**src/hdl/pscan_pkg.sv**
```systemverilog
// widths, sizes and state enums shared by the page scan subsystem
`default_nettype none

package pscan_pkg;

    // word memory
    localparam int DATA_W = 32;
    localparam int ADDR_W = 8;

    // burst length field holds beats minus one
    localparam int LEN_W = 4;

    // one page is 16 consecutive words
    localparam int PAGE_WORDS = 16;
    localparam int PAGE_W = 4;

    // read-burst buffer FIFO
    localparam int FIFO_DEPTH = 16;
    localparam int FIFO_AW = 4;

    typedef enum logic {
        HOLD_IDLE,
        HOLD_WAIT
    } hold_state_e;

    typedef enum logic [2:0] {
        SCAN_IDLE,
        SCAN_FLUSH,
        SCAN_ISSUE,
        SCAN_COLLECT,
        SCAN_DONE
    } scan_state_e;

    typedef enum logic [1:0] {
        GRANT_NONE,
        GRANT_SCAN,
        GRANT_HOST
    } grant_e;

endpackage

`default_nettype wire

```
**src/hdl/read_arbiter.sv**
```systemverilog
// round-robin arbiter placing two burst readers on one memory read channel
`timescale 1ns/1ps
`default_nettype none

module read_arbiter (
    input  logic                          clk,
    input  logic                          rst,
    input  logic                          p0_arvalid,
    output logic                          p0_arready,
    input  logic [pscan_pkg::ADDR_W-1:0]  p0_araddr,
    input  logic [pscan_pkg::LEN_W-1:0]   p0_arlen,
    output logic                          p0_rvalid,
    input  logic                          p0_rready,
    output logic [pscan_pkg::DATA_W-1:0]  p0_rdata,
    output logic                          p0_rlast,
    input  logic                          p1_arvalid,
    output logic                          p1_arready,
    input  logic [pscan_pkg::ADDR_W-1:0]  p1_araddr,
    input  logic [pscan_pkg::LEN_W-1:0]   p1_arlen,
    output logic                          p1_rvalid,
    input  logic                          p1_rready,
    output logic [pscan_pkg::DATA_W-1:0]  p1_rdata,
    output logic                          p1_rlast,
    output logic                          mem_arvalid,
    input  logic                          mem_arready,
    output logic [pscan_pkg::ADDR_W-1:0]  mem_araddr,
    output logic [pscan_pkg::LEN_W-1:0]   mem_arlen,
    input  logic                          mem_rvalid,
    output logic                          mem_rready,
    input  logic [pscan_pkg::DATA_W-1:0]  mem_rdata,
    input  logic                          mem_rlast
);

    pscan_pkg::grant_e grant;

    // set when the host port won the previous round
    logic last_host;
    logic scan_sel, host_sel;

    always_ff @(posedge clk) begin
        if (rst) begin
            grant <= pscan_pkg::GRANT_NONE;
            last_host <= 1'b0;
        end else if (grant == pscan_pkg::GRANT_NONE) begin
            if (p0_arvalid && (!p1_arvalid || last_host)) begin
                grant <= pscan_pkg::GRANT_SCAN;
                last_host <= 1'b0;
            end else if (p1_arvalid) begin
                grant <= pscan_pkg::GRANT_HOST;
                last_host <= 1'b1;
            end
        end else if (mem_rvalid && mem_rready && mem_rlast) begin
            grant <= pscan_pkg::GRANT_NONE;
        end
    end

    assign scan_sel = (grant == pscan_pkg::GRANT_SCAN);
    assign host_sel = (grant == pscan_pkg::GRANT_HOST);

    assign mem_arvalid = (scan_sel && p0_arvalid) || (host_sel && p1_arvalid);
    assign mem_araddr = host_sel ? p1_araddr : p0_araddr;
    assign mem_arlen = host_sel ? p1_arlen : p0_arlen;
    assign mem_rready = (scan_sel && p0_rready) || (host_sel && p1_rready);

    assign p0_arready = scan_sel && mem_arready;
    assign p0_rvalid = scan_sel && mem_rvalid;
    assign p0_rdata = scan_sel ? mem_rdata : '0;
    assign p0_rlast = scan_sel && mem_rlast;

    assign p1_arready = host_sel && mem_arready;
    assign p1_rvalid = host_sel && mem_rvalid;
    assign p1_rdata = host_sel ? mem_rdata : '0;
    assign p1_rlast = host_sel && mem_rlast;

endmodule

`default_nettype wire

```
**config.mk**
```make
export PLATFORM = sky130hd
export DESIGN_NAME = read_arbiter
export DESIGN_NICKNAME = d
export VERILOG_FILES = /design/src/hdl/pscan_pkg.sv /design/src/hdl/read_arbiter.sv
export SDC_FILE = /design/constraint.sdc
export NUM_CORES = 1
export LEC_CHECK = 0
export ABC_CLOCK_PERIOD_IN_PS = 2450
export BUFFER_PORTS_ARGS = -buffer_cell sky130_fd_sc_hd__buf_2
export CORE_AREA = 2 2 58 60
export CTS_CLUSTER_DIAMETER = 50
export DETAILED_ROUTE_END_ITERATION = 8
export DIE_AREA = 0 0 60 62
export PLACE_DENSITY = 0.8
export SYNTH_ARGS = -nofsm -noshare
export SYNTH_HDL_FRONTEND = slang
export SYNTH_SLANG_ARGS = --single-unit
```
**constraint.sdc**
```tcl
create_clock -name clk -period 2.45 [get_ports clk]
set_input_delay 0.245 -clock clk [delete_from_list [all_inputs] [get_ports clk]]
set_output_delay 0.245 -clock clk [all_outputs]
set_load 0.01 [all_outputs]
```
==> metrics <==
status=completed; wire length per cell after detailed routing=10.3 µm; clock tree from TritonCTS=done; main combinational cell family by area after synthesis=simple AND/OR/NAND/NOR gates; Max-slew headroom=57.4%; drt first-iter violations=36; largest net degree at the start of global routing=35; Max IR drop VDD=between 0.2 and 0.3 mV; overall track demand over capacity in global routing=~14%; slowest stage cell on the critical path=nor2b_4; average cell area after synthesis=7.69 µm²; Post-Syn Instances=about 120; internal power=337 µW; fin crit period=2.13 ns; peak clock frequency supported by timing=about 0.47 GHz; total grt overflow=0; final wirelength=3.17 mm; clock slew at reported path FFs=approximately 0.030 ns; combinational share of power=72.8%; wire length on met1=1.21 mm; post-synthesis share of cell area spent on and, or, nand and nor gates=61.6%; number of ports placed on the die boundary=149; CP max FO=32; worst slew pin tran=0.637 ns; sequential power share=11.9%; clock tree root buffer cell=clkbuf_4; count of synthesis-stage warnings from yosys=0; total met2 wirelength after detailed routing=1.68 mm; Syn Std Cell Area=892 µm²; initial antenna violation count=0; Crit path arrival time=between 1.5 and 2 ns; crit end category=primary output; Worst Skew=0.00558 ns; setup violation total in the final timing report=0; Sw Ratio=42.2%; nets=~330; clk sinks=3; residual antenna-violating net count after detailed routing=0; Clock power frac=15.3%; xor/xnor cell area share of the yosys netlist=0%; number of endpoints with negative hold slack in the final report=0; n_diodes=0; routability cong.=0.785; effective utilization at floorplan=28.1%; flip-flop and latch count after synthesis=3; overall die height=62 µm; multiplexer share of the synthesized area=around 15%; top cells by area, synth=and2_1, mux2_2, buf_6; Residual DRC=0; detailed-routed wire length on met3=246 µm; number of gates resized after cts=0; Worst path top cell family by delay=simple AND/OR/NAND/NOR gates; Cell variety after synth=20; startpoint type of the worst setup path=flip-flop; CP peak stage delay=0.62 ns; routed vias=1291; drt via density=about 4.2; share of the synthesized area in compound gates (AO/OA/AOI/OAI)=under 10%; placeable core area=0.00318 mm²; post-synthesis net count=181; share of the clock period used by the worst path after layout=86.9%; IO buf count=~150; Worst-Skew Late Latency=0.24 ns; hold buffer count at cts=0; htree depth=1; max-cap violations=0; number of core rows=21; layout-stage area growth over the synthesis result=83.6%; global-route wire length before repair=4.04 mm; sequential share of the synthesized area=6.73%; fraction of the core area covered by cells at the end of the flow=roughly 52%; die outline area=~0.0037 mm²; CP Data Required Time=2.20 ns; path class of the lowest-slack min-delay path=in2reg; max-slew violation count=0; x dimension of the die=~60 µm; RSZ-0062 raised after global routing=no; Leak Pwr=0.00104 µW; uppermost layer routed=met4; Setup TNS=0 ns; Worst Path Buf+Inv=2; post-CTS setup buffer count=0; Psw=roughly 250 µW; clock buffers created by TritonCTS=3; detailed-router iteration count before antenna repair=4; P per Cell Area=356 mW/mm²; Worst Setup Path Type=reg2out; area share of fa/ha/maj cells after synthesis=0%; ordered list of cells on the worst path=nor2b_4, buf_4, and2_1, buf_2; fraction of synthesized cell area taken by the top area cell type=49.1%; clock tree buffer depth=2; layout cells sized above 1=between 60% and 70%; top cell type by total area after synthesis=and2_1; DPL Wire Length=2.72 mm; vias in the first global route=approximately 930
registers in the layout, summed over array words and instances (netlist names):
register   flops
grant          2
last_host      1
Yosys cell counts, drive strengths merged:
| library cell | n |
|---|---|
| and2 | 70 |
| mux2 | 12 |
| buf | 7 |
| nor2b | 6 |
| clkbuf | 3 |
| dfxtp | 3 |
| a22o | 2 |
| a32o | 2 |
| nand4b | 2 |
| nor2 | 2 |
| a211oi | 1 |
| and2b | 1 |
| and4bb | 1 |
| inv | 1 |
| nand2 | 1 |
| nand2b | 1 |
| or3b | 1 |
final cells by class:
class	count	area, µm²
flip-flops and latches	3	60.1
inverters	1	3.75
fillers	344	1540
well taps	46	57.6
repair buffers	150	756
multi-input cells	102	734
clock buffers	4	26.3
cells in the final DEF, fill, tap and decap left out, types with 2 or more instances in the layout:
master,n
mux2_2,10
nor2b_1,4
a22o_1,2
a32o_1,2
buf_4,2
clkbuf_4,3
dfxtp_1,3
nor2_1,2
buf_2,148
nand4b_1,2
mux2_1,2
and2_1,70
worst reg2reg max path: cells and delay by family, from the launching register on:
| kind | cells | cell delay, ns |
|---|---|---|
| simple gates | 1 | 0.40 |
| flops | 1 | 0.39 |
| compound gates | 1 | 0.21 |
power groups by stage:
stage               logic (µW)  clock network [µW]  registers [µW]
finish                     424                89.1            69.4
global route               470                93.0            71.8
CTS                        431                92.7            69.4
detailed placement         429                   0            70.0
global placement           424                   0            69.5
floorplan                  277                   0            63.4
metrics by stage:
step	total power (µW)	worst slack [ns]	hold WS [ns]	instances	instance area, µm²
6_report	582	0.320	0.239	306	1640
5_1_grt	635	0.123	0.248	306	1640
4_1_cts	593	0.260	0.225	306	1640
3_5_place_dp	499	0.531	0.476	302	1610
3_3_place_gp	494	0.563	0.474	302	1610
2_1_floorplan	341	1.14	0.310	116	892
cells by family (layout without fill, tap and decap cells):
| logic type | Yosys count | count (layout) |
|---|---|---|
| AOI/OAI and AO/OA | 5 | 5 |
| DFF | 3 | 3 |
| buffers and inverters | 11 | 155 |
| muxes | 12 | 12 |
| and+or+nand+nor | 85 | 85 |
worst paths after layout:
path,slack [ns],end,cells past startpoint,start
worst max-delay path,0.32,p1_rdata[30],4,grant[1]
worst min-delay path,0.24,last_host,2,rst
worst max register to register,1.37,last_host,2,grant[0]
worst min register to register,0.48,last_host,2,last_host
per-layer routing:
metal  vias to the layer above  track usage (%)
li1                        659                -
met1                       569             15.7
met2                        59             27.3
met3                         4             2.07
met4                         0             2.86
met5                         -                0
(Power assumes the default switching activity.)
