$ cat config.mk
export PLATFORM = sky130hd
export DESIGN_NAME = read_burst_buffer
export DESIGN_NICKNAME = d
export VERILOG_FILES = /design/src/hdl/pscan_pkg.sv /design/src/hdl/read_burst_buffer.sv
export SDC_FILE = /design/constraint.sdc
export NUM_CORES = 1
export LEC_CHECK = 0
export BUFFER_PORTS_ARGS = -buffer_cell sky130_fd_sc_hd__buf_2
export CORE_ASPECT_RATIO = 0.6
export CORE_MARGIN = 3
export CORE_UTILIZATION = 45
export DETAILED_ROUTE_END_ITERATION = 10
export SYNTH_ARGS = -nofsm -noshare
export SYNTH_HDL_FRONTEND = slang
export SYNTH_SLANG_ARGS = --single-unit
export TNS_END_PERCENT = 5
$ cat constraint.sdc
create_clock -name clk -period 11.65 [get_ports clk]
set_input_delay 0.5825 -clock clk [delete_from_list [all_inputs] [get_ports clk]]
set_output_delay 0.5825 -clock clk [all_outputs]
set_load 0.05 [all_outputs]
$ cat src/hdl/pscan_pkg.sv
// widths, sizes and state enums shared by the page scan subsystem
`default_nettype none

package pscan_pkg;

    // word memory
    localparam int DATA_W = 32;
    localparam int ADDR_W = 8;

    // burst length field holds beats minus one
    localparam int LEN_W = 4;

    // one page is 16 consecutive words
    localparam int PAGE_WORDS = 16;
    localparam int PAGE_W = 4;

    // read-burst buffer FIFO
    localparam int FIFO_DEPTH = 16;
    localparam int FIFO_AW = 4;

    typedef enum logic {
        HOLD_IDLE,
        HOLD_WAIT
    } hold_state_e;

    typedef enum logic [2:0] {
        SCAN_IDLE,
        SCAN_FLUSH,
        SCAN_ISSUE,
        SCAN_COLLECT,
        SCAN_DONE
    } scan_state_e;

    typedef enum logic [1:0] {
        GRANT_NONE,
        GRANT_SCAN,
        GRANT_HOST
    } grant_e;

endpackage

`default_nettype wire

$ cat src/hdl/read_burst_buffer.sv
// read-burst buffer: address hold until FIFO room, burst data FIFO, output register
`timescale 1ns/1ps
`default_nettype none

module read_burst_buffer (
    input  logic                          clk,
    input  logic                          rst,
    input  logic                          rdptr_rst,
    input  logic                          wrptr_rst,
    input  logic                          s_arvalid,
    output logic                          s_arready,
    input  logic [pscan_pkg::ADDR_W-1:0]  s_araddr,
    input  logic [pscan_pkg::LEN_W-1:0]   s_arlen,
    output logic                          s_rvalid,
    input  logic                          s_rready,
    output logic [pscan_pkg::DATA_W-1:0]  s_rdata,
    output logic                          s_rlast,
    output logic                          m_arvalid,
    input  logic                          m_arready,
    output logic [pscan_pkg::ADDR_W-1:0]  m_araddr,
    output logic [pscan_pkg::LEN_W-1:0]   m_arlen,
    input  logic                          m_rvalid,
    output logic                          m_rready,
    input  logic [pscan_pkg::DATA_W-1:0]  m_rdata,
    input  logic                          m_rlast
);

    pscan_pkg::hold_state_e state, state_next;

    // beats committed to the FIFO but not yet taken by the scanner
    logic [pscan_pkg::FIFO_AW:0]   count, count_next;
    logic [pscan_pkg::ADDR_W-1:0]  araddr_q, araddr_next;
    logic [pscan_pkg::LEN_W-1:0]   arlen_q, arlen_next;
    logic                          m_arvalid_q, m_arvalid_next;
    logic                          s_arready_q, s_arready_next;
    logic                          fits_new, fits_held;

    logic [pscan_pkg::FIFO_AW:0]   wr_ptr, rd_ptr;
    logic [pscan_pkg::DATA_W:0]    fifo_mem [pscan_pkg::FIFO_DEPTH];
    logic [pscan_pkg::DATA_W:0]    mem_rd_data, out_data;
    logic                          mem_rd_valid, out_valid;
    logic                          fifo_full, fifo_empty;
    logic                          fifo_write, fifo_read;

    assign fits_new = (count == '0) ||
                      (int'(count) + int'(s_arlen) + 1 <= pscan_pkg::FIFO_DEPTH);
    assign fits_held = (count == '0) ||
                       (int'(count) + int'(arlen_q) + 1 <= pscan_pkg::FIFO_DEPTH);

    always_comb begin
        state_next = state;
        count_next = count;
        araddr_next = araddr_q;
        arlen_next = arlen_q;
        m_arvalid_next = m_arvalid_q && !m_arready;
        s_arready_next = s_arready_q;

        case (state)
            pscan_pkg::HOLD_IDLE: begin
                s_arready_next = !m_arvalid_q;
                if (s_arvalid && s_arready_q) begin
                    s_arready_next = 1'b0;
                    araddr_next = s_araddr;
                    arlen_next = s_arlen;
                    if (fits_new) begin
                        count_next = count + (pscan_pkg::FIFO_AW + 1)'(s_arlen) + 1'b1;
                        m_arvalid_next = 1'b1;
                    end else begin
                        state_next = pscan_pkg::HOLD_WAIT;
                    end
                end
            end
            pscan_pkg::HOLD_WAIT: begin
                s_arready_next = 1'b0;
                if (fits_held) begin
                    count_next = count + (pscan_pkg::FIFO_AW + 1)'(arlen_q) + 1'b1;
                    m_arvalid_next = 1'b1;
                    state_next = pscan_pkg::HOLD_IDLE;
                end
            end
            default: state_next = pscan_pkg::HOLD_IDLE;
        endcase

        // beat leaving toward the scanner frees one slot
        if (s_rvalid && s_rready) begin
            count_next = count_next - 1'b1;
        end
    end

    always_ff @(posedge clk) begin
        if (rst) begin
            state <= pscan_pkg::HOLD_IDLE;
            count <= '0;
            m_arvalid_q <= 1'b0;
            s_arready_q <= 1'b0;
        end else begin
            state <= state_next;
            count <= count_next;
            m_arvalid_q <= m_arvalid_next;
            s_arready_q <= s_arready_next;
        end
        araddr_q <= araddr_next;
        arlen_q <= arlen_next;
    end

    assign s_arready = s_arready_q;
    assign m_arvalid = m_arvalid_q;
    assign m_araddr = araddr_q;
    assign m_arlen = arlen_q;

    // pointers carry one extra wrap bit
    assign fifo_full = (wr_ptr[pscan_pkg::FIFO_AW] != rd_ptr[pscan_pkg::FIFO_AW]) &&
                       (wr_ptr[pscan_pkg::FIFO_AW-1:0] == rd_ptr[pscan_pkg::FIFO_AW-1:0]);
    assign fifo_empty = (wr_ptr == rd_ptr);
    assign fifo_write = m_rvalid && !fifo_full;
    assign fifo_read = s_rready && !fifo_empty;
    assign m_rready = !fifo_full;

    always_ff @(posedge clk) begin
        if (rst || wrptr_rst) begin
            wr_ptr <= '0;
        end else if (fifo_write) begin
            wr_ptr <= wr_ptr + 1'b1;
        end
        if (fifo_write) begin
            fifo_mem[wr_ptr[pscan_pkg::FIFO_AW-1:0]] <= {m_rlast, m_rdata};
        end
    end

    // read stage and output register both advance only when the scanner is ready
    always_ff @(posedge clk) begin
        if (rst || rdptr_rst) begin
            rd_ptr <= '0;
            mem_rd_valid <= 1'b0;
        end else if (s_rready) begin
            mem_rd_valid <= !fifo_empty;
            if (!fifo_empty) begin
                rd_ptr <= rd_ptr + 1'b1;
            end
        end
    end

    always_ff @(posedge clk) begin
        if (rst) begin
            out_valid <= 1'b0;
        end else if (s_rready) begin
            out_valid <= mem_rd_valid;
        end
    end

    always_ff @(posedge clk) begin
        if (fifo_read) begin
            mem_rd_data <= fifo_mem[rd_ptr[pscan_pkg::FIFO_AW-1:0]];
        end
        if (s_rready) begin
            out_data <= mem_rd_data;
        end
    end

    assign s_rvalid = out_valid;
    assign s_rdata = out_data[pscan_pkg::DATA_W-1:0];
    assign s_rlast = out_data[pscan_pkg::DATA_W];

endmodule

`default_nettype wire

==> results by group <==
Global routing
  • Vias in the first global route: 11.0k
  • Overall global routing resource usage: 18.7%
  • GRT overflow: 0
  • Antenna violations before repair: 2
  • First-pass GRT wire length: 75300 um
  • Maximum number of pins on one net before global-route repair: 50

Die
  • Effective utilization at floorplan: 46.0%
  • Die Outline Area: 55500 um2
  • Die Y: 184 um
  • Top-level port count: 102
  • Die X: 302 um
  • Standard cell core area: 51500 um2
  • Row cnt: 64

STA
  • Worst Tran Pin Value: 1.00 ns
  • Clk_skew: 0.0173 ns
  • Final count of hold timing violations: 0
  • Setup repair after global routing missed its margin: no
  • Fmax: 0.266 GHz
  • Total negative setup slack: 0 ns
  • Normalized max-slew margin: 33.2%
  • Total of endpoints with negative setup slack in the final report: 0
  • Final worst path period need: 3.76 ns
  • Final Max Tran Viols: 0
  • Final period util: 32.3%

Place
  • Post-place instance area: 25200 um2
  • Number of input and output port buffers inserted: 101
  • Sum of net half-perimeters after detailed placement: 25900 um
  • Placer Congestion: 0.789

Synthesis
  • Post-synth ARST share: 0%
  • Flip-flop and latch count after synthesis: 626
  • Area share of the largest cell type after synthesis: 76.9%
  • Count of different cell masters after synthesis: 54
  • Cell types with the largest area share after synthesis: sky130_fd_sc_hd__edfxtp_1 77%, sky130_fd_sc_hd__mux4_2 16%, sky130_fd_sc_hd__dfxtp_1 1.7%
  • Cell accounting for the most synthesized area: sky130_fd_sc_hd__edfxtp_1
  • Sequential fraction of the synthesis area: 78.6%
  • Post-Synthesis Cell Area: 23700 um2
  • Cells after Synth: 1009
  • Synth warn: 0
  • Synthesized area per cell: 23.5 um2
  • Synthesized netlist net count: 1078
  • Main synth FF type: sky130_fd_sc_hd__edfxtp_1
  • Number of flops mapped to enable cells by yosys: 606

Routing
  • Detailed router's first-iteration violation count: 1134
  • Via count: 10.7k
  • Total Wirelength: 50500 um
  • Residual antenna-violating net count after detailed routing: 0
  • Count of unresolved DRC violations after routing: 0
  • Wire per inst: 26.8 um
  • Drt via density: 5.67
  • Number of iterations in the first detailed-routing pass: 5

Worst setup path
  • Critical path start-end classification: reg2reg
  • Kind of start point of the critical path: register
  • Worst path top cell family by delay: simple AND/OR/NAND/NOR gates
  • Buffer and inverter count on the worst path: 1
  • Cells along the critical path: xor2_1, nor4_1, nand2b_1, and2_1, nand2_1, nor3_2, buf_4
  • CP Max Fanout: 37
  • Required time of the worst setup path: 11.88 ns
  • CP endpoint kind: register
  • Crit path largest cell delay: 1.00 ns
  • Master of the slowest instance on the critical path: sky130_fd_sc_hd__dfxtp_4
  • Worst EP arrival: 3.99 ns

Flow run
  • Max-cap violations: 0

Finish
  • Synthesis-to-finish area growth: 14.4%
  • Diodes inserted: 0
  • Post-Layout Inst Area: 27100 um2
  • Fraction of layout cells with a size suffix above 1: 34.0%
  • Number of filler instances in the final layout: 3950
  • Final #Nets: 1217

Clock tree
  • Number of buffers created by CTS: 55
  • CTS Sinks: 626
  • Post-CTS repair timing setup buffer count: 0
  • Clock H-tree levels: 2
  • Buffer type at the clock tree root: sky130_fd_sc_hd__clkbuf_16
  • Number of buffers inserted by hold repair at cts: 0
  • Resize count post-CTS: 0
  • Worst skew pair latency: 0.60 ns
  • Clock Tree Buf Depth: 3
  • TritonCTS clock tree: built
  • Clock-pin slew reported for the worst setup and hold paths after clock tree synthesis: 0.06 ns

Power
  • P_leak: 8.44 nW
  • VDD IR-drop max: 0.000165 V
  • Pwr per Cell Area: 170 nW/um2

Status
  • Result of the run: finished clean

Min path
  • Class of the most critical hold timing path: in2reg
-- metal layers --
layer | share of wire, % | vias up | track usage, % | routed length (um)
met5 | 0.028 | - | 0 | 14
met4 | 1.4 | 4 | 3.21 | 708
met3 | 6.0 | 67 | 2.93 | 3010
met2 | 46 | 324 | 28.3 | 23200
met1 | 47 | 5754 | 29.3 | 23600
li1 | - | 4549 | - | -
-- cells in the final DEF, fill, tap and decap left out, types with 6 or more instances in the layout --
master                      instances
sky130_fd_sc_hd__bufinv_16         11
sky130_fd_sc_hd__dfxtp_1           16
sky130_fd_sc_hd__a21oi_1           12
sky130_fd_sc_hd__inv_1             14
sky130_fd_sc_hd__nor3_1             6
sky130_fd_sc_hd__buf_4             25
sky130_fd_sc_hd__xor2_1            11
sky130_fd_sc_hd__nand2_1           10
sky130_fd_sc_hd__clkbuf_1          11
sky130_fd_sc_hd__nor2_4            12
sky130_fd_sc_hd__edfxtp_1         606
sky130_fd_sc_hd__clkinv_2          10
sky130_fd_sc_hd__xnor2_1           10
sky130_fd_sc_hd__mux4_2           165
sky130_fd_sc_hd__clkinv_1          10
sky130_fd_sc_hd__buf_2            101
sky130_fd_sc_hd__clkbuf_16         55
sky130_fd_sc_hd__nand2b_1           7
sky130_fd_sc_hd__ha_1              15
sky130_fd_sc_hd__nor2_1            21
-- sequential cells by signal, indices dropped and copies added, names as in the netlist --
name,flops
s_arready,1
m_arvalid,1
mem_rd_valid,1
mem_rd_data,33
count,5
fifo_mem,528
wr_ptr,5
m_arlen,4
s_rvalid,1
out_data,33
rd_ptr,5
state,1
m_araddr,8
-- final timing paths --
kind	endpoint	start	slack [ns]	depth (start not counted)
setup / recovery	fifo_mem[0][21]	rd_ptr[2]	7.89	7
hold / removal	m_araddr[7]	s_araddr[7]	0.16	1
setup reg to reg	fifo_mem[0][21]	rd_ptr[2]	7.89	7
hold reg to reg	out_data[6]	mem_rd_data[6]	0.42	0
-- cell usage after synthesis (2+ instances only) --
| cell type | instances |
|---|---|
| sky130_fd_sc_hd__a211oi_1 | 2 |
| sky130_fd_sc_hd__a21oi_1 | 13 |
| sky130_fd_sc_hd__a21oi_2 | 2 |
| sky130_fd_sc_hd__a311o_1 | 2 |
| sky130_fd_sc_hd__buf_1 | 15 |
| sky130_fd_sc_hd__buf_2 | 2 |
| sky130_fd_sc_hd__clkbuf_1 | 26 |
| sky130_fd_sc_hd__dfxtp_1 | 20 |
| sky130_fd_sc_hd__edfxtp_1 | 606 |
| sky130_fd_sc_hd__ha_1 | 15 |
| sky130_fd_sc_hd__inv_1 | 14 |
| sky130_fd_sc_hd__mux2i_1 | 3 |
| sky130_fd_sc_hd__mux4_2 | 165 |
| sky130_fd_sc_hd__nand2_1 | 10 |
| sky130_fd_sc_hd__nand2b_1 | 7 |
| sky130_fd_sc_hd__nand3_1 | 3 |
| sky130_fd_sc_hd__nand4_1 | 4 |
| sky130_fd_sc_hd__nor2_1 | 33 |
| sky130_fd_sc_hd__nor3_1 | 10 |
| sky130_fd_sc_hd__nor4_1 | 2 |
| sky130_fd_sc_hd__o21ai_0 | 2 |
| sky130_fd_sc_hd__or2_2 | 2 |
| sky130_fd_sc_hd__xnor2_1 | 10 |
| sky130_fd_sc_hd__xor2_1 | 11 |
-- where the power goes --
group          leakage [nW]  internal (mW)  total [mW]  switching [mW]
registers              5.67           2.50        2.51          0.0135
logic                  1.85         0.0649       0.189           0.124
clock network         0.925           1.12        1.91           0.798
total                  8.44           3.68        4.61           0.935
-- metrics by stage --
stage	hold WS (ns)	power (mW)	std cells	worst slack [ns]	util, %
6_report	0.157	4.61	1886	7.89	52.6
5_1_grt	0.122	4.77	1886	7.59	52.6
4_1_cts	0.124	4.66	1886	7.81	52.6
3_5_place_dp	0.405	2.75	1784	7.84	48.9
3_3_place_gp	0.401	2.74	1784	7.89	48.9
2_1_floorplan	0.400	2.67	1009	7.10	-
-- cell type report --
| type | count | area [um2] | share of cell area, % |
|---|---|---|---|
| tap | 693 | 867 | 3.20 |
| sequential | 626 | 18600 | 68.7 |
| timing repair buffer | 126 | 693 | 2.56 |
| clock inverter | 36 | 483 | 1.78 |
| inverter | 14 | 52.6 | 0.194 |
| clock buffer | 66 | 1420 | 5.23 |
| multi-input combinational | 325 | 4970 | 18.3 |
-- logic make-up after synthesis --
family,synth area share (%)
flops,78.6
mux,15.9
simple gates,1.74
buf+inv,0.962
compound gates,1.22
xor+xnor,0.777
fa+ha+maj,0.877
Note: power is estimated with default switching activity, not from simulation.
