`config.mk`:
```
export PLATFORM = sky130hd
export DESIGN_NAME = page_scanner
export DESIGN_NICKNAME = d
export VERILOG_FILES = /design/src/hdl/pscan_pkg.sv /design/src/hdl/page_scanner.sv
export SDC_FILE = /design/constraint.sdc
export NUM_CORES = 1
export LEC_CHECK = 0
export BUFFER_PORTS_ARGS = -buffer_cell sky130_fd_sc_hd__buf_2
export CORE_MARGIN = 10
export CORE_UTILIZATION = 49
export DETAILED_ROUTE_END_ITERATION = 10
export PLACE_DENSITY = 0.92
export SLEW_MARGIN = 20
export SYNTH_ARGS = -nofsm -noshare
export SYNTH_HDL_FRONTEND = slang
export SYNTH_SLANG_ARGS = --single-unit
```
`constraint.sdc`:
```
create_clock -name clk -period 2.4 [get_ports clk]
set_clock_uncertainty 0.15 [all_clocks]
set_input_delay 0.12 -clock clk [delete_from_list [all_inputs] [get_ports clk]]
set_output_delay 0.12 -clock clk [all_outputs]
set_load 0.02 [all_outputs]
```
`src/hdl/pscan_pkg.sv`:
```
// widths, sizes and state enums shared by the page scan subsystem
`default_nettype none

package pscan_pkg;

    // word memory
    localparam int DATA_W = 32;
    localparam int ADDR_W = 8;

    // burst length field holds beats minus one
    localparam int LEN_W = 4;

    // one page is 16 consecutive words
    localparam int PAGE_WORDS = 16;
    localparam int PAGE_W = 4;

    // read-burst buffer FIFO
    localparam int FIFO_DEPTH = 16;
    localparam int FIFO_AW = 4;

    typedef enum logic {
        HOLD_IDLE,
        HOLD_WAIT
    } hold_state_e;

    typedef enum logic [2:0] {
        SCAN_IDLE,
        SCAN_FLUSH,
        SCAN_ISSUE,
        SCAN_COLLECT,
        SCAN_DONE
    } scan_state_e;

    typedef enum logic [1:0] {
        GRANT_NONE,
        GRANT_SCAN,
        GRANT_HOST
    } grant_e;

endpackage

`default_nettype wire

```
`src/hdl/page_scanner.sv`:
```
// page scan engine: four-phase scan handshake, zero-word count and XOR checksum
`timescale 1ns/1ps
`default_nettype none

module page_scanner (
    input  logic                          clk,
    input  logic                          rst,
    input  logic                          scan_req,
    input  logic [pscan_pkg::PAGE_W-1:0]  scan_page,
    output logic                          scan_ack,
    output logic [4:0]                    scan_zero_count,
    output logic [pscan_pkg::DATA_W-1:0]  scan_checksum,
    output logic                          rdptr_rst,
    output logic                          wrptr_rst,
    output logic                          arvalid,
    input  logic                          arready,
    output logic [pscan_pkg::ADDR_W-1:0]  araddr,
    output logic [pscan_pkg::LEN_W-1:0]   arlen,
    input  logic                          rvalid,
    output logic                          rready,
    input  logic [pscan_pkg::DATA_W-1:0]  rdata,
    input  logic                          rlast
);

    pscan_pkg::scan_state_e state;

    logic [pscan_pkg::PAGE_W-1:0]  page_q;
    logic [4:0]                    zero_cnt;
    logic [pscan_pkg::DATA_W-1:0]  xor_acc;
    logic                          beat;

    always_ff @(posedge clk) begin
        if (rst) begin
            state <= pscan_pkg::SCAN_IDLE;
        end else begin
            case (state)
                pscan_pkg::SCAN_IDLE:    if (scan_req) state <= pscan_pkg::SCAN_FLUSH;
                pscan_pkg::SCAN_FLUSH:   state <= pscan_pkg::SCAN_ISSUE;
                pscan_pkg::SCAN_ISSUE:   if (arready) state <= pscan_pkg::SCAN_COLLECT;
                pscan_pkg::SCAN_COLLECT: if (beat && rlast) state <= pscan_pkg::SCAN_DONE;
                pscan_pkg::SCAN_DONE:    if (!scan_req) state <= pscan_pkg::SCAN_IDLE;
                default:                 state <= pscan_pkg::SCAN_IDLE;
            endcase
        end
    end

    // only beats of the new burst count; anything earlier is flushed stale data
    assign beat = (state == pscan_pkg::SCAN_COLLECT) && rvalid;

    always_ff @(posedge clk) begin
        if (state == pscan_pkg::SCAN_IDLE && scan_req) begin
            page_q <= scan_page;
        end
        if (state == pscan_pkg::SCAN_FLUSH) begin
            zero_cnt <= '0;
            xor_acc <= '0;
        end else if (beat) begin
            zero_cnt <= zero_cnt + 5'(rdata == '0);
            xor_acc <= xor_acc ^ rdata;
        end
    end

    // both buffer pointers restart together for a fresh page
    assign rdptr_rst = (state == pscan_pkg::SCAN_FLUSH);
    assign wrptr_rst = (state == pscan_pkg::SCAN_FLUSH);

    assign arvalid = (state == pscan_pkg::SCAN_ISSUE);
    assign araddr = {page_q, {(pscan_pkg::ADDR_W - pscan_pkg::PAGE_W){1'b0}}};
    assign arlen = pscan_pkg::LEN_W'(pscan_pkg::PAGE_WORDS - 1);
    assign rready = (state == pscan_pkg::SCAN_FLUSH) || (state == pscan_pkg::SCAN_ISSUE) ||
                    (state == pscan_pkg::SCAN_COLLECT);

    assign scan_ack = (state == pscan_pkg::SCAN_DONE);
    assign scan_zero_count = zero_cnt;
    assign scan_checksum = xor_acc;

endmodule

`default_nettype wire

```
==> run summary, run 1 <==
Status
- **run status** finished, final reports clean

Timing
- **Setup TNS Final** 0 ps
- **Final setup violation count** 0
- **period utilization** 97.3%
- **number of pins with negative max-slew slack in the final report** 0
- **unrepaired setup endpoints after global routing** false
- **Final Hold Violating Endpoints** 0
- **final period demand of the worst path** 2330 ps
- **FMAX** 428 MHz

Cells and area
- **proportion of layout cells with a drive suffix above 1** 30.4%
- **area taken by flip-flops and latches** 921 um^2
- **utilization after layout** 71.4%
- **footprint of the multi-input gates** 943 um^2
- **net count of the finished layout** 379
- **Area Overhead vs Synth** 41.3%
- **fillers** 313

Clock tree
- **post-CTS clock slew at the launch and capture registers of the worst setup and hold paths** 80 ps
- **Clock Latency Late Sink** 290 ps
- **buffers inserted by post-CTS timing repair** 0
- **clock tree from TritonCTS** yes
- **CTS sink count** 44
- **CTS root buffer** sky130_fd_sc_hd__clkbuf_8
- **Longest Clk Path Bufs** 2
- **number of clock buffers inserted by TritonCTS** 5
- **H-tree levels** 2

Synthesis
- **flip-flop and latch count after synthesis** 44
- **most used standard cells in the synthesized netlist** 71 x sky130_fd_sc_hd__nand2_1, 40 x sky130_fd_sc_hd__dfxtp_1, 34 x sky130_fd_sc_hd__mux2i_1, 12 x sky130_fd_sc_hd__buf_4, 10 x sky130_fd_sc_hd__nor4_1
- **Synth top area share** 39.6%
- **proportion of synthesized chip area in sequential cells** 45.5%
- **Synth Flop Type** sky130_fd_sc_hd__dfxtp_1
- **EDFF count, synth** 4
- **Yosys Warn Count** 0
- **post-synthesis cell type with the largest combined area** sky130_fd_sc_hd__dfxtp_1
- **synthesized instance count** 215
- **Mapped Avg Cell Area** 9.40 um^2
- **synthesized cell area** 0.00202 mm^2
- **number of different library cells in the post-synthesis netlist** 28
- **leading post-synthesis cells by cell area** sky130_fd_sc_hd__dfxtp_1 40%, sky130_fd_sc_hd__mux2i_1 17%, sky130_fd_sc_hd__nand2_1 13%
- **most common cell in the synthesized netlist** sky130_fd_sc_hd__nand2_1
- **FFs w/ async S/R, synth** 0%

Detailed routing
- **residual antenna-violating net count after detailed routing** 0
- **Vias/cell** 4.93
- **vias after detailed routing** 1907
- **number of violations reported at the end of detailed-routing iteration 0** 76
- **total DRC errors in the routed layout** 0
- **WL per Instance** 15.7 um
- **DRT Wirelength** 6090 um
- **router iterations before antenna repair** 4

Power
- **leakage power** 0.00152 uW
- **maximum vdd drop** 0.429 mV
- **pwr dens** 620 mW/mm^2

Hold path
- **type of the worst min-delay path** input pin to register

Die
- **initial core utilization** 50.5%
- **Rows** 23
- **chip height** 84.2 um
- **count of pins on the block boundary** 96
- **area of the core** 0.00400 mm^2
- **Die Area** 0.00710 mm^2
- **Die X-Extent** 84.2 um

Critical path
- **cells along the critical path** dlygate4sd3_1 > buf_2 > nor4_1 > nand4_1 > nor2_1 > ha_1 > ha_1 > nand3_1 > or3_1 > a21oi_1
- **kind of end point of the critical path** register
- **data arrival time at the worst-slack endpoint** 2410 ps
- **most frequent CP cell** sky130_fd_sc_hd__ha_1
- **CP Launch Type** input pin
- **delay of the slowest cell on the worst path** 530 ps
- **crit-path max FO** 2
- **CP max-delay cell** sky130_fd_sc_hd__dlygate4sd3_1
- **critical setup path kind** input pin to register
- **Required @ worst endpoint** 2470 ps

Placed design
- **RD Place Congestion** 0.750
- **# port buffers** 87
- **placed wire-length estimate after detailed placement** 4090 um

Flow run
- **Max-cap violations** 0

Global routing
- **antenna violations before repair** 1
- **via count of the first global-routing pass** 2019
- **total gr overflow** 0
- **Overall Global Routing Usage** 17.0%
- **first-pass GRT wire length** 10100 um
- **pin count of the biggest net entering global routing** 36

==> critical path: cells and delay by family <==
family          cells  cell delay, ps
compound gates      1             130
fa+ha+maj           2             370
buf+inv             2             660
simple gates        5            1130
==> area by class of cell <==
type	count	share of cell area, %
repair buffers	127	29.0
multi-input cells	155	33.0
flip-flops and latches	44	32.2
diodes	1	0.0876
well taps	50	2.19
inverters	2	0.263
clock inverters	3	0.788
clock buffers	5	2.41
==> report_power, final <==
group | switching (uW) | total [uW] | internal (uW)
clock network | 254 | 461 | 207
logic | 254 | 431 | 177
registers | 62.4 | 879 | 816
total | 571 | 1770 | 1200
==> layout by cell type (no fill, tap or decap), types with 2 or more instances in the layout <==
cell type,instances
sky130_fd_sc_hd__and3_1,2
sky130_fd_sc_hd__edfxtp_1,4
sky130_fd_sc_hd__nand4_1,2
sky130_fd_sc_hd__o21ai_0,2
sky130_fd_sc_hd__inv_1,2
sky130_fd_sc_hd__nand2_1,71
sky130_fd_sc_hd__buf_4,3
sky130_fd_sc_hd__nor3_1,3
sky130_fd_sc_hd__dlygate4sd3_1,37
sky130_fd_sc_hd__dfxtp_1,40
sky130_fd_sc_hd__nor3b_1,2
sky130_fd_sc_hd__nor4_1,7
sky130_fd_sc_hd__a21oi_1,4
sky130_fd_sc_hd__or3_1,2
sky130_fd_sc_hd__clkbuf_8,5
sky130_fd_sc_hd__mux2i_1,34
sky130_fd_sc_hd__nand3_1,2
sky130_fd_sc_hd__buf_2,87
sky130_fd_sc_hd__conb_1,8
sky130_fd_sc_hd__nor2_1,3
sky130_fd_sc_hd__ha_1,2
sky130_fd_sc_hd__nor4_2,3
==> per-layer routing <==
metal,wire [um],vias to the layer above,GRT usage [%]
met2,3010,73,29.6
li1,-,955,-
met4,182,0,6.39
met3,412,14,5.80
met1,2480,865,18.5
met5,0,-,0
==> worst paths after layout <==
kind	startpoint	end	slack (ps)	cells past startpoint
setup / recovery	rdata[17]	scan_zero_count[4]$_SDFFE_PP0N_	70	10
hold / removal	scan_req	state[2]$_SDFFE_PP0P_	110	4
setup reg to reg	state[0]$_SDFFE_PP0P_	scan_checksum[30]$_SDFFE_PP0N_	730	4
hold reg to reg	scan_checksum[12]$_SDFFE_PP0N_	scan_checksum[12]$_SDFFE_PP0N_	310	1
==> flip-flops by register name, indices dropped and copies added, names as in the netlist <==
signal	count
state	3
scan_checksum	32
scan_zero_count	5
page_q	4
==> repair_timing <==
| item | in CTS | in global routing |
|---|---|---|
| hold buffers | 37 | 0 |
| hold endpoints to repair | 39 | 0 |
| resized for setup | 0 | 3 |
| setup endpoints to repair | 0 | 1 |
==> cells by family (layout without fill, tap and decap cells) <==
kind of cell	after synthesis	after routing	share of synthesized area, %
simple gates	102	102	23.4
fa+ha+maj	2	2	1.24
compound gates	8	8	2.35
xor+xnor	1	1	0.433
buf+inv	22	137	9.84
flops	44	44	45.5
other cells	2	9	0.371
mux	34	34	16.8
==> through the flow <==
stage	cell area, um^2	power, uW	std cells	worst slack (ps)	hold slack [ps]
global route	2860	1880	387	20.0	126
CTS	2840	1780	386	4.30	96.5
finish	2860	1770	387	65.3	109
floorplan	2040	1160	221	771	46.2
global placement	2370	1260	341	251	148
detailed placement	2370	1270	341	246	148
(Power assumes the default switching activity.)
==> run 2, diff against run 1 <==
- ABC_AREA: unset -> 1
- CORE_UTILIZATION: 49 -> 50
- PLACE_DENSITY: 0.92 -> 0.93
==> run 2 against run 1 <==
Effect of this change:
- clock-buffer cell count is 2 higher
- synthesized cell count is 36% higher
- utilization is 0.30 points higher
- synthesized area is 3.2% higher
- sequential share of layout area is 0.36 points lower
- final cell count is 18% higher
- setup slack better by 110 ps
- largest power group unchanged
- sequential power is 6.5% higher
- critical endpoint is now state[2]$_SDFFE_PP0P_
- non-clock buffer count is 6 lower
==> run summary, run 2 <==
Status
- **run status** finished, final reports clean

Timing
- **worst slew margin relative to its limit** 60.2%
- **Final Hold Violating Endpoints** 0, unchanged
- **unrepaired setup endpoints after global routing** false
- **final period demand of the worst path** 2230 ps, -109 ps
- **number of pins with negative max-slew slack in the final report** 0, unchanged
- **Final setup violation count** 0, unchanged
- **slew of the pin with the lowest slew margin** 592 ps
- **FMAX** 449 MHz, +4.9%
- **period utilization** 92.7%, -4.5 points
- **Setup TNS Final** 0 ps, unchanged

Die
- **Rows** 23, unchanged
- **chip height** 84.6 um, +0.42%
- **area of the core** 0.00403 mm^2, +0.72%
- **initial core utilization** 51.8%, +1.2 points
- **Die X-Extent** 84.6 um, +0.42%
- **count of pins on the block boundary** 96, unchanged
- **Die Area** 0.00715 mm^2, +0.83%

Cells and area
- **Inserted Diodes** 0, -1
- **fillers** 342, +9.3%
- **most common cell after layout, fill and taps aside** sky130_fd_sc_hd__buf_2
- **net count of the finished layout** 451, +19%
- **area taken by flip-flops and latches** 921 um^2, unchanged
- **top library cells by usage in the layout, fill and taps aside** 87 x sky130_fd_sc_hd__buf_2, 55 x sky130_fd_sc_hd__nor2_1, 53 x sky130_fd_sc_hd__nand2_1
- **Area Overhead vs Synth** 38.5%
- **max FFs per register** 32, unchanged
- **proportion of layout cells with a drive suffix above 1** 25.0%, -5.4 points
- **Final Instance Count excl. Fillers** 458, +18%
- **footprint of the multi-input gates** 945 um^2, +0.13%

Clock tree
- **clock tree from TritonCTS** yes
- **Longest Clk Path Bufs** 2, unchanged
- **H-tree levels** 2, unchanged
- **post-CTS clock slew at the launch and capture registers of the worst setup and hold paths** 90 ps, about the same
- **CTS sink count** 44, unchanged
- **number of clock buffers inserted by TritonCTS** 5, unchanged
- **Clock Latency Late Sink** 300 ps, about the same
- **CTS root buffer** sky130_fd_sc_hd__clkbuf_8

Critical path
- **worst reg2reg path depth** 8, +4
- **reg2reg end** state[2]$_SDFFE_PP0P_
- **CP max-delay cell** sky130_fd_sc_hd__dlygate4sd3_1
- **Required @ worst endpoint** 2490 ps, +20 ps
- **kind of end point of the critical path** register
- **crit-path max FO** 32, +30
- **FF-to-FF setup slack** 170 ps, -560 ps
- **cells along the critical path** nand2_2 > nor2_4 > nand2_4 > inv_6 > buf_12 > nand2_1 > a21oi_1 > dlygate4sd3_1
- **RR Startpoint** state[1]$_SDFFE_PP0P_
- **Buffers & Inverters on Critical Path** 3, +1
- **critical setup path kind** register to register
- **data arrival time at the worst-slack endpoint** 2320 ps, -90 ps
- **delay of the slowest cell on the worst path** 550 ps, +20 ps
- **CP top delay family** buffers and inverters
- **CP Launch Type** register

Detailed routing
- **DRT Wirelength** 6460 um, +6.1%
- **Vias/cell** 5.06, +2.8%
- **residual antenna-violating net count after detailed routing** 0, unchanged
- **WL per Instance** 14.1 um, -10%
- **total DRC errors in the routed layout** 0, unchanged
- **vias after detailed routing** 2319, +22%
- **number of violations reported at the end of detailed-routing iteration 0** 135, +78%
- **router iterations before antenna repair** 4, unchanged

Synthesis
- **synthesized cell area** 0.00209 mm^2, +3.2%
- **flip-flop and latch count after synthesis** 44, unchanged
- **post-synthesis cell type with the largest combined area** sky130_fd_sc_hd__dfxtp_1
- **Mapped Avg Cell Area** 7.14 um^2, -24%
- **synthesized instance count** 292, +36%
- **FFs w/ async S/R, synth** 0%, unchanged
- **number of different library cells in the post-synthesis netlist** 22, -21%
- **proportion of synthesized chip area in sequential cells** 44.2%, -1.4 points
- **most common cell in the synthesized netlist** sky130_fd_sc_hd__nor2_1
- **most used standard cells in the synthesized netlist** 55 x sky130_fd_sc_hd__nor2_1, 53 x sky130_fd_sc_hd__nand2_1, 40 x sky130_fd_sc_hd__dfxtp_1, 35 x sky130_fd_sc_hd__nand3_1, 31 x sky130_fd_sc_hd__a21oi_1
- **Synth top area share** 38.4%, -1.2 points
- **leading post-synthesis cells by cell area** sky130_fd_sc_hd__dfxtp_1 38%, sky130_fd_sc_hd__nor2_1 9.9%, sky130_fd_sc_hd__nand2_1 9.5%
- **EDFF count, synth** 4, unchanged
- **Yosys Warn Count** 0, unchanged
- **Synth Flop Type** sky130_fd_sc_hd__dfxtp_1

Hold path
- **start point of the worst min-delay path** rdata[3]
- **type of the worst min-delay path** input pin to register
- **count of cells along the worst hold path** 4, unchanged
- **endpoint of the worst hold-timing path** scan_checksum[3]$_SDFFE_PP0N_

Power
- **maximum vdd drop** 0.420 mV, -2.2%
- **pwr dens** 725 mW/mm^2, +17%
- **leakage power** 0.00151 uW, -0.96%

Global routing
- **pin count of the biggest net entering global routing** 33, -8.3%
- **Overall Global Routing Usage** 17.9%, +0.96 points
- **via count of the first global-routing pass** 2331, +15%
- **first-pass GRT wire length** 10900 um, +8.1%
- **total gr overflow** 0, unchanged
- **antenna violations before repair** 0, -1

Placed design
- **RD Place Congestion** 0.812, +8.2%
- **# port buffers** 87, unchanged
- **number of cells after detailed placement** 419, +23%
- **placed wire-length estimate after detailed placement** 4360 um, +6.6%

Flow run
- **Max-cap violations** 0, unchanged

[run 2: metal layers]
| metal | wire (um) | share of wire (%) | vias up | global-route usage (%) |
|---|---|---|---|---|
| li1 | - | - | 1161 | - |
| met1 | 2450 | 38 | 1037 | 18.5 |
| met2 | 3280 | 51 | 104 | 32.1 |
| met3 | 569 | 8.8 | 17 | 7.15 |
| met4 | 161 | 2.5 | 0 | 6.14 |
| met5 | 0 | 0 | - | 0 |
[run 2: through the flow]
| stage | setup slack (ps) | hold slack [ps] | cell area (um^2) | utilization, % | total power (uW) |
|---|---|---|---|---|---|
| 6_report | 174 | 15.4 | 2890 | 71.7 | 2100 |
| 5_1_grt | 13.3 | 13.8 | 2890 | 71.7 | 2240 |
| 4_1_cts | 93.2 | 5.81 | 2890 | 71.6 | 2090 |
| 3_5_place_dp | 548 | 149 | 2490 | 61.9 | 1610 |
| 3_3_place_gp | 588 | 145 | 2490 | 61.9 | 1590 |
| 2_1_floorplan | 825 | 39.1 | 2110 | - | 1400 |
[run 2: timing repair]
item,4_1_cts,5_1_grt
hold buffers,31,0
endpoints found under the hold margin,32,0
buffers inserted,0,0
endpoints found under the setup margin,0,1
gates resized for setup,0,2
[run 2: final cells by class]
| cell class | count | area share (%) |
|---|---|---|
| timing repair buffer | 121 | 27.0 |
| clock inverter | 1 | 0.173 |
| sequential | 44 | 31.9 |
| multi-input combinational | 210 | 32.7 |
| clock buffer | 7 | 2.64 |
| inverter | 25 | 3.42 |
| tap | 50 | 2.17 |
[run 2: where the power goes]
group          switching (uW)  internal [uW]
combinational             460            253
clock                     243            205
sequential               80.5            855
total                     783           1310
[run 2: logic make-up after synthesis]
family | count (synthesis) | share of synthesized area (%)
simple gates | 161 | 33.1
buf+inv | 44 | 11.6
flops | 44 | 44.2
compound gates | 39 | 9.54
fa+ha+maj | 2 | 1.20
other cells | 2 | 0.360
[run 2: how the worst max path moves through the flow]
stage	start	to	slack, ps	depth (start not counted)
floorplan	rdata[2]	scan_zero_count[4]$_SDFFE_PP0N_	820	11
global placement	rdata[2]	scan_zero_count[4]$_SDFFE_PP0N_	590	12
detailed placement	rdata[2]	scan_zero_count[4]$_SDFFE_PP0N_	550	12
CTS	state[1]$_SDFFE_PP0P_	state[2]$_SDFFE_PP0P_	90	8
global route	state[1]$_SDFFE_PP0P_	state[2]$_SDFFE_PP0P_	10	8
finish	state[1]$_SDFFE_PP0P_	state[2]$_SDFFE_PP0P_	170	8
[run 2: worst min-delay path: stages]
cell	delay (ps)
sky130_fd_sc_hd__buf_2	100
sky130_fd_sc_hd__inv_1	70
sky130_fd_sc_hd__nor3_1	50
sky130_fd_sc_hd__nor2_1	90
